`config.mk`:
```
export PLATFORM = sky130hd
export DESIGN_NAME = obj_attr_fetch
export DESIGN_NICKNAME = d
export VERILOG_FILES = /design/src/common/obj_pkg.sv /design/src/logic/obj_attr_fetch.sv
export SDC_FILE = /design/constraint.sdc
export NUM_CORES = 1
export LEC_CHECK = 0
export BUFFER_PORTS_ARGS = -buffer_cell sky130_fd_sc_hd__buf_2
export CAP_MARGIN = 20
export CORE_ASPECT_RATIO = 0.75
export CORE_MARGIN = 3
export CORE_UTILIZATION = 37
export DETAILED_ROUTE_END_ITERATION = 6
export PLACE_DENSITY = 0.76
export SETUP_SLACK_MARGIN = 0.02
export SYNTH_ARGS = -nofsm -noshare
export SYNTH_HDL_FRONTEND = slang
export SYNTH_SLANG_ARGS = --single-unit
```
`constraint.sdc`:
```
create_clock -name clock -period 2.31 [get_ports clock]
set_input_delay 0.5775 -clock clock [delete_from_list [all_inputs] [get_ports clock]]
set_output_delay 0.5775 -clock clock [all_outputs]
set_load 0.02 [all_outputs]
```
`src/common/obj_pkg.sv`:
```
`default_nettype none

package obj_pkg;

    // scan line timing and screen geometry
    localparam int line_cycles  = 1232;
    localparam int screen_width = 240;
    localparam int obj_count    = 128;

    // pixel packet layout, an all zero packet is transparent
    localparam int packet_width   = 20;
    localparam int pkt_opaque_bit = 19;
    localparam int pkt_pri_lsb    = 17;  // two bits
    localparam int pkt_mode_lsb   = 15;  // two bits
    localparam int pkt_bpp_bit    = 14;
    localparam int pkt_zero_lsb   = 12;  // two bits, always zero
    localparam int pkt_pal_lsb    = 8;   // four bits
    localparam int pkt_index_lsb  = 0;   // eight bits

    // single bit fields of the first OAM word of an entry
    localparam int attr_affine_bit = 8;
    localparam int attr_hide_bit   = 9;   // double size when the affine bit is set
    localparam int attr_bpp_bit    = 13;
    localparam int attr_hflip_bit  = 28;
    localparam int attr_vflip_bit  = 29;

    localparam int affine_frac_bits = 8;

    typedef enum logic [1:0] {
        mode_normal   = 2'd0,
        mode_semi     = 2'd1,
        mode_window   = 2'd2,
        mode_disabled = 2'd3
    } obj_mode_e;

    typedef enum logic [2:0] {
        rs_idle   = 3'd0,
        rs_fetch  = 3'd1,
        rs_wait   = 3'd2,
        rs_affine = 3'd3,
        rs_write  = 3'd4
    } render_state_e;

    // sprite size in 8 pixel tiles, indexed by shape then size code
    // shape 3 is not a legal shape and falls back to a single tile
    localparam logic [3:0] obj_width_tiles [4][4] = '{
        '{4'd1, 4'd2, 4'd4, 4'd8},
        '{4'd2, 4'd4, 4'd4, 4'd8},
        '{4'd1, 4'd1, 4'd2, 4'd4},
        '{4'd1, 4'd1, 4'd1, 4'd1}
    };

    localparam logic [3:0] obj_height_tiles [4][4] = '{
        '{4'd1, 4'd2, 4'd4, 4'd8},
        '{4'd1, 4'd1, 4'd2, 4'd4},
        '{4'd2, 4'd4, 4'd4, 4'd8},
        '{4'd1, 4'd1, 4'd1, 4'd1}
    };

endpackage

`default_nettype wire
```
`src/logic/obj_attr_fetch.sv`:
```
`default_nettype none

module obj_attr_fetch
    import obj_pkg::*;
(
    input  logic        clock,
    input  logic        reset,
    input  logic        line_start,
    input  logic        next_obj,
    input  logic [31:0] oam_data,
    output logic [8:0]  attr_addr,
    output logic        attr_valid,
    output logic [8:0]  obj_x,
    output logic [7:0]  obj_y,
    output logic [1:0]  obj_shape,
    output logic [1:0]  obj_size,
    output logic        h_flip,
    output logic        v_flip,
    output logic        affine_en,
    output logic        double_size,
    output logic [4:0]  affine_index,
    output logic [9:0]  tile_num,
    output logic [1:0]  obj_priority,
    output logic [3:0]  palette_bank,
    output logic        eight_bpp,
    output obj_mode_e   mode,
    output logic        last_obj
);

    logic [6:0] obj_index;
    logic [1:0] phase;  // 0 and 1 address the two words, 2 takes the second, 3 is idle

    assign attr_addr = {1'b0, obj_index, phase[0]};
    assign last_obj  = (obj_index == 7'(obj_count - 1));

    always_ff @(posedge clock, posedge reset) begin
        if (reset) begin
            obj_index  <= '0;
            phase      <= 2'd3;
            attr_valid <= 1'b0;
        end else if (line_start || next_obj) begin
            obj_index  <= line_start ? 7'd0 : obj_index + 7'd1;
            phase      <= 2'd0;
            attr_valid <= 1'b0;
        end else if (phase != 2'd3) begin
            phase      <= phase + 2'd1;
            attr_valid <= (phase == 2'd2);  // fields complete once the second word is in
        end
    end

    // first word holds attr0 in the low half and attr1 in the high half
    always_ff @(posedge clock) begin
        if (phase == 2'd1) begin
            obj_y        <= oam_data[7:0];
            affine_en    <= oam_data[attr_affine_bit];
            double_size  <= oam_data[attr_affine_bit] & oam_data[attr_hide_bit];
            eight_bpp    <= oam_data[attr_bpp_bit];
            obj_shape    <= oam_data[15:14];
            obj_x        <= oam_data[24:16];
            affine_index <= oam_data[29:25];
            h_flip       <= oam_data[attr_hflip_bit];
            v_flip       <= oam_data[attr_vflip_bit];
            obj_size     <= oam_data[31:30];
            // the hide bit only means hidden on a regular sprite
            if (!oam_data[attr_affine_bit] && oam_data[attr_hide_bit])
                mode <= mode_disabled;
            else
                mode <= obj_mode_e'(oam_data[11:10]);
        end
        if (phase == 2'd2) begin
            tile_num     <= oam_data[9:0];
            obj_priority <= oam_data[11:10];
            palette_bank <= oam_data[15:12];
        end
    end

endmodule

`default_nettype wire

```
Word level (Yosys, flattened, before mapping)
Cells that the tools add are included.
- $add $sub $neg: 2
- equal/unequal tests: 4
- bitwise operators: 1
- multiplexer cells: 5
- reductions and logical operators: 4
- operators with widths (kind ; count):
    7-bit by 1-bit adder with 7-bit output (second input constant) ; 1
    7-bit == test (second input constant) ; 1
    7-bit 2-to-1 mux ; 1
    2-bit 2-to-1 mux ; 2
    2-bit by 1-bit adder with 2-bit output (second input constant) ; 1
    2-bit by 1-bit == test with 1-bit output (second input constant) ; 1
    2-bit == test (second input constant) ; 1
    1-bit 2-to-1 mux ; 2
    2-bit != test (second input constant) ; 1
    2-bit nonzero test ; 1
    1-bit AND ; 1
    1-bit logical AND ; 1
    1-bit zero test ; 1
    1-bit logical OR ; 1
- bits of input ports: 36
- flip-flop bits (word level): 59
- logic and storage cells: 33
- output and inout port bits: 60

Logic depth before layout (Yosys ltp)
Gate-level depths: netlist of the first run.
- depth in word-level cells: 3
- gate-level depth with buffers: 5
- depth with buffers taken out: 5

Worst setup path before layout of the first run
No wires, ideal clock.
- kind: register -> register
- start: reg phase[0]
- end: reg affine_en, enable pin
- library setup time: 0.391 ns
- buffers on the path: 0
- setup slack: 0.544 ns
- data arrival time: 1.376 ns
- required time: 1.919 ns
- clock period less this slack: 1.766 ns
- cell stages (with the launch flop): 2
- path through: dfstp_2 ha_1
- cells in the longest elaborated chain, start to end: 1
- RTL lines (item ; RTL line ; RTL):
    from (decl) ; obj_attr_fetch.sv:31 ; logic [1:0] phase;
    from (signal assigned) ; obj_attr_fetch.sv:46 ; phase <= phase + 2'd1;
    2-bit by 1-bit == test with 1-bit output ; obj_attr_fetch.sv:53 ; if (phase == 2'd1) begin
    to (signal assigned) ; obj_attr_fetch.sv:55 ; affine_en <= oam_data[attr_affine_bit];
    to (decl) ; obj_attr_fetch.sv:19 ; output logic affine_en,
No other way between the ends.
A chain may end at the register's enable or synchronous reset.

Worst setup path in the final report of the first run
- start: reg obj_index[0]
- end: out last_obj
- cells in the longest elaborated chain, start to end: 1
- RTL lines (item ; RTL line ; RTL):
    from (decl) ; obj_attr_fetch.sv:30 ; logic [6:0] obj_index;
    from (signal assigned) ; obj_attr_fetch.sv:42 ; obj_index <= line_start ? 7'd0 : obj_index + 7'd1;
    7-bit == test ; obj_attr_fetch.sv:34 ; assign last_obj = (obj_index == 7'(obj_count - 1));
    to (decl) ; obj_attr_fetch.sv:27 ; output logic last_obj
No other way between the ends.

==> impl_metrics.env, run 1 <==
export IMPL_outcome="finished clean"
export IMPL_ys_warn_count=0
export IMPL_area_growth_pct=36.2
export IMPL_cts_hold_repair_buffers=0
export IMPL_cp_slowest_cell="dfrtp_1"
export IMPL_hold_viol_final=0
export IMPL_drv_cap=0
export IMPL_routed_wl_microns=3950
export IMPL_route_detailed_drc=0
export IMPL_power_mw=2.19
export IMPL_synth_edf_count=47
export IMPL_critical_path_required_ns=1.73
export IMPL_synthTopCellsByCount="47 x edfxtp_1, 8 x dfrtp_1, 7 x nor2_1"
export IMPL_dp_slack_ns=0.726
export IMPL_start_util=0.394
export IMPL_place_hpwl_microns=2910
export IMPL_netlist_instances=106
export IMPL_critPathMaxFanout=4
export IMPL_clk_path_buf_depth=2
export IMPL_drtAntennaViolNets=0
export IMPL_drive_gt1_frac=0.533
export IMPL_insertion_delay_ns=0.32
export IMPL_fin_util=0.536
export IMPL_dpl_instance_area_sq_mm=0.00251
export IMPL_slowest_delay_ns=0.43
export IMPL_dr_total_vias=1237
export IMPL_syn_avg_cell_area_sq_um=18.7
export IMPL_final_cell_area_sq_mm=0.00270
export IMPL_rsz0062_at_grt="false"
export IMPL_arrival_ns=1.35
export IMPL_seq_area_frac_synth=0.839
export IMPL_synth_top_area_cell="edfxtp_1"
export IMPL_gp_congestion=0.783
export IMPL_setup_viol=0
export IMPL_post_cts_resized=0
export IMPL_vias_per_cell=4.36
export IMPL_ir_drop_v=0.000346
export IMPL_slew_viol_final=0
export IMPL_htree_num_levels=3
export IMPL_numPortBuffers=94
export IMPL_synth_top_area_frac=0.712
export IMPL_grt_max_degree=32
export IMPL_ys_ff_latch=57
export IMPL_crit_path_end_kind="output port"
export IMPL_cts_tree="yes"
export IMPL_ff2ff_path_depth=2
export IMPL_clock_skew_ns=0.00480
export IMPL_crit_chain="ha_1, nand3_1, nor2_1, buf_2"
export IMPL_synthArstFlopShare=0.175
export IMPL_cts_root_buf="clkbuf_8"
export IMPL_criticalPathCategory="reg -> out"
export IMPL_ios=96
export IMPL_track_usage=0.134
export IMPL_synth_distinct_cells=23
export IMPL_max_freq_mhz=518
export IMPL_grt_pass1_wl_microns=6220
export IMPL_post_route_period_util=0.835
export IMPL_layout_nets=247
export IMPL_antenna_found_initial=0
export IMPL_cts_clk_slew_worst_paths_ns=0.06
export IMPL_synth_flop_cell="edfxtp_1"
export IMPL_n_antenna_cell=0
export IMPL_grt_ovfl_total=0
export IMPL_power_leakage_nw=1.16
export IMPL_worstHoldPathType="in -> async"
export IMPL_clkSinkCount=57
export IMPL_routedWlPerCell_microns=13.9
export IMPL_num_rows=22
export IMPL_dieWidth_microns=90.5
export IMPL_min_period_ns=1.93
export IMPL_dieArea_sq_mm=0.00628
export IMPL_cts_setup_buffers=0
export IMPL_p_per_area_mw_per_mm2=812
export IMPL_netlist_area_sq_mm=0.00198
export IMPL_synth_most_common_cell="edfxtp_1"
export IMPL_core_area_sq_mm=0.00504
export IMPL_num_fill_cells=449
export IMPL_timing_final_ws_setup_ns=0.381
export IMPL_syn_nets=146
export IMPL_drt_iter0_drc=52
export IMPL_cts_buffers=9
export IMPL_synthTopCellsByArea="edfxtp_1 71%, dfrtp_1 10%, dfstp_2 2.6%, ha_1 2.5%, xor2_1 1.8%"
export IMPL_dr_pass1_iters=4
export IMPL_die_height_microns=69.4
export IMPL_cp_start_kind="flip-flop"
export IMPL_grt_pass1_vias=1180
export IMPL_tns_ns=0
cells by family (layout without fill, tap and decap cells):
family / count (synthesis) / after routing / synth area share
multiplexers: 2 / 2 / 0.0101
AO/OA/AOI/OAI: 5 / 5 / 0.0126
AND/OR/NAND/NOR: 23 / 23 / 0.0606
buffers and inverters: 9 / 115 / 0.0284
flip-flops: 57 / 57 / 0.839
adder cells (fa/ha/maj): 4 / 4 / 0.0252
XOR/XNOR: 5 / 5 / 0.0221
other: 1 / 1 / 0.00189
cell type report:
cell class / count / area [sq um] / area share
sequential: 57 / 1660 / 0.616
timing repair buffer: 96 / 485 / 0.180
multi-input combinational: 40 / 263 / 0.0973
clock buffer: 10 / 128 / 0.0473
tap: 72 / 90.1 / 0.0334
clock inverter: 6 / 58.8 / 0.0218
inverter: 3 / 11.3 / 0.00417
per-layer routing:
metal  part of all wire  track usage
met1               0.45        0.176
met5                  0            0
met4             0.0071       0.0458
met2               0.42        0.177
met3               0.13       0.0868
final timing paths:
check / to / from / slack (ns)
min in group clock: obj_size[0] / oam_data[30] / 0.43
worst max-delay path: last_obj / obj_index[0] / 0.38
max in group asynchronous: phase[1] / reset / 1.77
worst max register to register: tile_num[8] / phase[1] / 0.79
worst min register to register: phase[1] / phase[1] / 0.56
worst min-delay path: obj_index[2] / reset / 0.22
placed cells by master (no fill, tap or decap):
cell / synthesis / layout
buf_2: 0 / 94
edfxtp_1: 47 / 47
clkbuf_8: 0 / 9
dfrtp_1: 8 / 8
nor2_1: 7 / 7
xor2_1: 4 / 4
ha_1: 4 / 4
a21oi_1: 3 / 3
nor3_1: 3 / 3
inv_1: 3 / 3
nand3_1: 3 / 3
nand2b_1: 3 / 3
mux2i_1: 2 / 2
nand2_1: 2 / 2
o21ai_0: 2 / 2
or3_1: 2 / 2
clkinvlp_4: 0 / 2
clkinv_2: 0 / 2
dfstp_2: 2 / 2
buf_4: 4 / 2
nand4_2: 1 / 1
nand4_1: 1 / 1
and2_1: 1 / 1
xnor2_1: 1 / 1
conb_1: 1 / 1
bufinv_16: 0 / 1
clkinv_1: 0 / 1
clkbuf_1: 1 / 1
power by group:
group	total (mW)	switching, mW	internal, mW
Combinational	0.158	0.102	0.0561
Clock	0.860	0.370	0.490
Sequential	1.17	0.0140	1.16
through the flow:
| step | hold slack [ns] | cells |
|---|---|---|
| 2_1_floorplan | 0.416 | 106 |
| 3_5_place_dp | 0.557 | 268 |
| 5_1_grt | 0.219 | 284 |
| 6_report | 0.223 | 284 |
| 3_3_place_gp | 0.563 | 268 |
| 4_1_cts | 0.213 | 284 |
worst max-delay path, delay by kind of cell, from the launching register on:
| kind | cells | cell delay, ns |
|---|---|---|
| buffers and inverters | 1 | 0.17 |
| adder cells (fa/ha/maj) | 1 | 0.25 |
| flip-flops | 1 | 0.43 |
| AND/OR/NAND/NOR | 2 | 0.19 |
sequential cells by signal, summed over array words and instances (netlist names), 2 cells and up:
name	cells
phase	2
affine_index	4
obj_priority	2
obj_size	2
obj_x	9
tile_num	10
obj_index	7
obj_y	8
mode	2
obj_shape	2
palette_bank	4
(Power assumes the default switching activity.)
==> run 2: changes to the inputs <==
==> constraint.sdc (replaced) <==
create_clock -name clock -period 1.8 [get_ports clock]
set_input_delay 0.45 -clock clock [delete_from_list [all_inputs] [get_ports clock]]
set_output_delay 0.45 -clock clock [all_outputs]
set_load 0.02 [all_outputs]
==> impl_metrics.env, run 2 (same netlist as run 1, synthesis figures left out) <==
export IMPL_critical_path_required_ns=1.35
export IMPL_area_growth_pct=40.8
export IMPL_grt_pass1_vias=1211
export IMPL_layout_nets=250
export IMPL_routed_wl_microns=3950
export IMPL_regArea_sq_mm=0.00166
export IMPL_outcome="finished clean"
export IMPL_cpLargestDelayFamily="flip-flops"
export IMPL_ir_drop_v=0.000589
export IMPL_hold_slack_ns=0.100
export IMPL_most_common_layout_cells="94 x buf_2, 47 x edfxtp_1, 9 x clkbuf_8"
export IMPL_place_hpwl_microns=2890
export IMPL_cp_slowest_cell="dfrtp_1"
export IMPL_dp_cells=268
export IMPL_n_antenna_cell=0
export IMPL_fin_cells=286
export IMPL_comb_power_share=0.071
export IMPL_multi_input_area_sq_um=275
export IMPL_crit_path_end_kind="output port"
export IMPL_start_util=0.394
export IMPL_final_common_cell="buf_2"
export IMPL_tns_ns=0
export IMPL_drt_iter0_drc=17
export IMPL_num_fill_cells=426
export IMPL_ios=96
export IMPL_insertion_delay_ns=0.32
export IMPL_setup_viol=0
export IMPL_clkSinkCount=57
export IMPL_slowest_delay_ns=0.42
export IMPL_criticalPathCategory="reg -> out"
export IMPL_dieWidth_microns=90.5
export IMPL_cts_buffers=9
export IMPL_vias_per_cell=4.34
export IMPL_worstHoldPathType="in -> async"
export IMPL_final_cell_area_sq_mm=0.00279
export IMPL_power_leakage_nw=1.20
export IMPL_crit_chain="ha_4, nand3_1, nor2_1, buf_2"
export IMPL_top_regs="tile_num (10), obj_x (9), obj_y (8)"
export IMPL_gp_congestion=0.791
export IMPL_slew_viol_final=0
export IMPL_top_register="tile_num"
export IMPL_clock_skew_ns=0.00363
export IMPL_clock_power_share=0.443
export IMPL_numPortBuffers=94
export IMPL_critPathMaxFanout=4
export IMPL_sw_frac_of_total=0.200
export IMPL_intPower_mw=2.48
export IMPL_cts_tree="yes"
export IMPL_track_usage=0.131
export IMPL_p_sw_mw=0.619
export IMPL_drive_gt1_frac=0.551
export IMPL_cts_clk_slew_worst_paths_ns=0.06
export IMPL_arrival_ns=1.24
export IMPL_dr_pass1_iters=2
export IMPL_grt_max_degree=32
export IMPL_route_detailed_drc=0
export IMPL_dpl_instance_area_sq_mm=0.00253
export IMPL_num_rows=22
export IMPL_rsz0062_at_grt="false"
export IMPL_cts_root_buf="clkbuf_8"
export IMPL_drv_cap=0
export IMPL_max_freq_mhz=593
export IMPL_cp_start_kind="flip-flop"
export IMPL_routedWlPerCell_microns=13.8
export IMPL_htree_num_levels=3
export IMPL_grt_ovfl_total=0
export IMPL_grt_pass1_wl_microns=6040
export IMPL_largest_reg_flops=10
export IMPL_core_area_sq_mm=0.00504
export IMPL_post_route_period_util=0.937
export IMPL_min_period_ns=1.69
export IMPL_p_per_area_mw_per_mm2=1110
export IMPL_antenna_found_initial=0
export IMPL_worst_path_buf_inv=1
export IMPL_hold_viol_final=0
export IMPL_drtAntennaViolNets=0
export IMPL_fin_util=0.554
export IMPL_die_height_microns=69.4
export IMPL_dr_total_vias=1240
export IMPL_clk_path_buf_depth=2
export IMPL_p_seq_frac=0.486
export IMPL_dieArea_sq_mm=0.00628
==> run 2: cell types whose count changed in the layout (fill, tap and decap cells not counted), sizes merged <==
cell and change:
buf +3, bufinv +2, clkbuf -1, clkinv -1
clkinvlp -1
==> run 2: cell type report <==
class / instances / area share
inverter: 3 / 0.00403
clock buffer: 9 / 0.0444
tap: 72 / 0.0323
timing repair buffer: 99 / 0.186
clock inverter: 6 / 0.0385
multi-input combinational: 40 / 0.0986
sequential: 57 / 0.596
==> run 2: path summary, 6_finish.rpt <==
path	from	endpoint	slack (ns)	depth (start not counted)
min in group clock	oam_data[26]	affine_index[1]	0.30	1
hold / removal	reset	attr_valid	0.10	2
max in group asynchronous	reset	phase[0]	1.38	2
setup reg to reg	phase[0]	palette_bank[3]	0.47	3
setup / recovery	obj_index[1]	last_obj	0.11	4
hold reg to reg	phase[1]	phase[1]	0.57	2
==> run 2: what timing repair did <==
item | CTS | global route
hold buffers | 0 | 0
resized for setup | 1 | 1
buffers inserted | 1 | 2
endpoints found under the setup margin | 1 | 1
==> run 2: layer usage <==
metal / global-route usage / vias to the layer above / part of all wire
met3: 0.0922 / 7 / 0.14
met4: 0.0407 / 0 / 0.0068
met1: 0.144 / 571 / 0.41
met5: 0 / - / 0
li1: - / 588 / -
met2: 0.201 / 74 / 0.45
==> run 2: power groups by stage <==
stage,Combinational [mW],Sequential [mW],Clock (mW)
CTS,0.216,1.50,1.41
global route,0.241,1.51,1.46
finish,0.220,1.51,1.37
detailed placement,0.210,1.53,0
floorplan,0.0597,1.59,0
global placement,0.207,1.53,0
==> run 2: per-stage QoR <==
stage                     setup slack (ns)  power (mW)
final                                0.114        3.10
after global routing                0.0270        3.21
after CTS                           0.0224        3.14
after detailed placement             0.367        1.74
after global placement               0.403        1.74
after floorplan                     0.0335        1.65
==> run 3: changes to the inputs <==
--- a/config.mk
+++ b/config.mk
@@ -11,7 +11,7 @@
 export CORE_MARGIN = 3
 export CORE_UTILIZATION = 37
 export DETAILED_ROUTE_END_ITERATION = 6
-export PLACE_DENSITY = 0.76
+export PLACE_DENSITY = 0.66
 export SETUP_SLACK_MARGIN = 0.02
 export SYNTH_ARGS = -nofsm -noshare
 export SYNTH_HDL_FRONTEND = slang
==> impl_metrics.env, run 3 (same netlist as run 1, synthesis figures left out) <==
export IMPL_routed_wl_microns=4080
export IMPL_route_detailed_drc=0
export IMPL_grt_max_degree=29
export IMPL_hold_slack_ns=0.100
export IMPL_rsz0062_at_grt="false"
export IMPL_clkSinkCount=57
export IMPL_drt_iter0_drc=41
export IMPL_tns_ns=0
export IMPL_worst_path_buf_inv=1
export IMPL_top_regs="tile_num (10), obj_x (9), obj_y (8)"
export IMPL_n_antenna_cell=0
export IMPL_cpLargestDelayFamily="flip-flops"
export IMPL_dieArea_sq_mm=0.00628
export IMPL_num_rows=22
export IMPL_ir_drop_v=0.000536
export IMPL_intPower_mw=2.11
export IMPL_vias_per_cell=4.33
export IMPL_area_growth_pct=37.1
export IMPL_p_sw_mw=0.585
export IMPL_slew_headroom=0.474
export IMPL_regArea_sq_mm=0.00167
export IMPL_cp_slowest_cell="dfrtp_2"
export IMPL_max_freq_mhz=592
export IMPL_clk_path_buf_depth=2
export IMPL_cp_start_kind="flip-flop"
export IMPL_drv_cap=0
export IMPL_worstHoldPathType="in -> async"
export IMPL_p_per_area_mw_per_mm2=990
export IMPL_cts_buffers=9
export IMPL_multi_input_area_sq_um=275
export IMPL_reg2reg_from="phase[1]"
export IMPL_grt_pass1_wl_microns=6490
export IMPL_comb_power_share=0.081
export IMPL_drive_gt1_frac=0.533
export IMPL_die_height_microns=69.4
export IMPL_start_util=0.394
export IMPL_final_common_cell="buf_2"
export IMPL_arrival_ns=1.24
export IMPL_path_depth=4
export IMPL_crit_path_end_kind="output port"
export IMPL_top_register="tile_num"
export IMPL_routedWlPerCell_microns=14.3
export IMPL_largest_reg_flops=10
export IMPL_critical_path_required_ns=1.35
export IMPL_track_usage=0.138
export IMPL_dr_pass1_iters=4
export IMPL_cts_root_buf="clkbuf_8"
export IMPL_dp_slack_ns=0.136
export IMPL_dieWidth_microns=90.5
export IMPL_ff2ff_path_depth=3
export IMPL_crit_start="obj_index[1]"
export IMPL_core_area_sq_mm=0.00504
export IMPL_htree_num_levels=3
export IMPL_gp_congestion=0.734
export IMPL_dpl_instance_area_sq_mm=0.00252
export IMPL_timing_final_ws_setup_ns=0.112
export IMPL_clock_power_share=0.359
export IMPL_slew_viol_final=0
export IMPL_hold_viol_final=0
export IMPL_clock_skew_ns=0.00495
export IMPL_setup_viol=0
export IMPL_cts_tree="yes"
export IMPL_critPathMaxFanout=4
export IMPL_p_seq_frac=0.560
export IMPL_ios=96
export IMPL_sw_frac_of_total=0.217
export IMPL_place_hpwl_microns=2960
export IMPL_grt_ovfl_total=0
export IMPL_outcome="finished clean"
export IMPL_final_cell_area_sq_mm=0.00272
export IMPL_layout_nets=249
export IMPL_power_leakage_nw=1.16
export IMPL_cts_clk_slew_worst_paths_ns=0.06
export IMPL_antenna_found_initial=0
export IMPL_slowest_delay_ns=0.42
export IMPL_post_route_period_util=0.938
export IMPL_drtAntennaViolNets=0
export IMPL_numPortBuffers=94
export IMPL_min_period_ns=1.69
export IMPL_most_common_layout_cells="93 x buf_2, 47 x edfxtp_1, 10 x clkbuf_8"
export IMPL_grt_pass1_vias=1258
export IMPL_insertion_delay_ns=0.32
export IMPL_num_fill_cells=445
export IMPL_dr_total_vias=1239
export IMPL_criticalPathCategory="reg -> out"
export IMPL_tightest_slew_ns=0.790
export IMPL_crit_chain="ha_4, nand3_1, nor2_1, buf_4"
==> run 3: cell count changes in the layout (fill, tap and decap cells not counted), sizes merged <==
cell      change
clkinv        -1
buf           -1
clkbuf        +6
clkinvlp      -1
bufinv        -3
==> run 3: routing by layer <==
metal / up-vias / track usage / share of wire
met5: - / 0 / 0
met4: 0 / 0.0611 / 0.013
met3: 6 / 0.0618 / 0.060
met2: 37 / 0.216 / 0.54
met1: 610 / 0.163 / 0.39
li1: 586 / - / -
==> run 3: worst paths after layout <==
kind                                 to  slack, ns
max                            last_obj       0.11
min reg2reg                    phase[1]       0.56
max in group asynchronous      phase[1]       1.39
min in group clock             obj_x[8]       0.30
min                        obj_index[6]       0.10
max reg2reg                  attr_valid       0.20
==> run 3: through the flow <==
step | total power [mW] | utilization | cells
2_1_floorplan | 1.65 | - | 106
3_3_place_gp | 1.74 | 0.500 | 267
3_5_place_dp | 1.74 | 0.500 | 267
4_1_cts | 2.73 | 0.534 | 284
5_1_grt | 2.84 | 0.540 | 286
6_report | 2.69 | 0.540 | 286
==> run 3: area by class of cell <==
| class | instances | area share |
|---|---|---|
| sequential | 57 | 0.613 |
| timing repair buffer | 98 | 0.190 |
| multi-input combinational | 40 | 0.101 |
| clock buffer | 15 | 0.0575 |
| tap | 72 | 0.0331 |
| inverter | 3 | 0.00414 |
| clock inverter | 1 | 0.00184 |
==> run 3: power by group through the flow <==
stage / combinational [mW] / sequential, mW / clock, mW
final: 0.219 / 1.51 / 0.967
after global routing: 0.240 / 1.51 / 1.09
after CTS: 0.219 / 1.51 / 1.00
after detailed placement: 0.212 / 1.53 / 0
after global placement: 0.209 / 1.53 / 0
after floorplan: 0.0597 / 1.59 / 0
==> run 3: what timing repair did <==
action / 4_1_cts / 5_1_grt
hold buffers: 0 / 0
pin swaps: 0 / 2
gates resized for setup: 1 / 3
setup buffers: 1 / 2
endpoints found under the hold margin: 0 / 0
endpoints found under the setup margin: 1 / 1
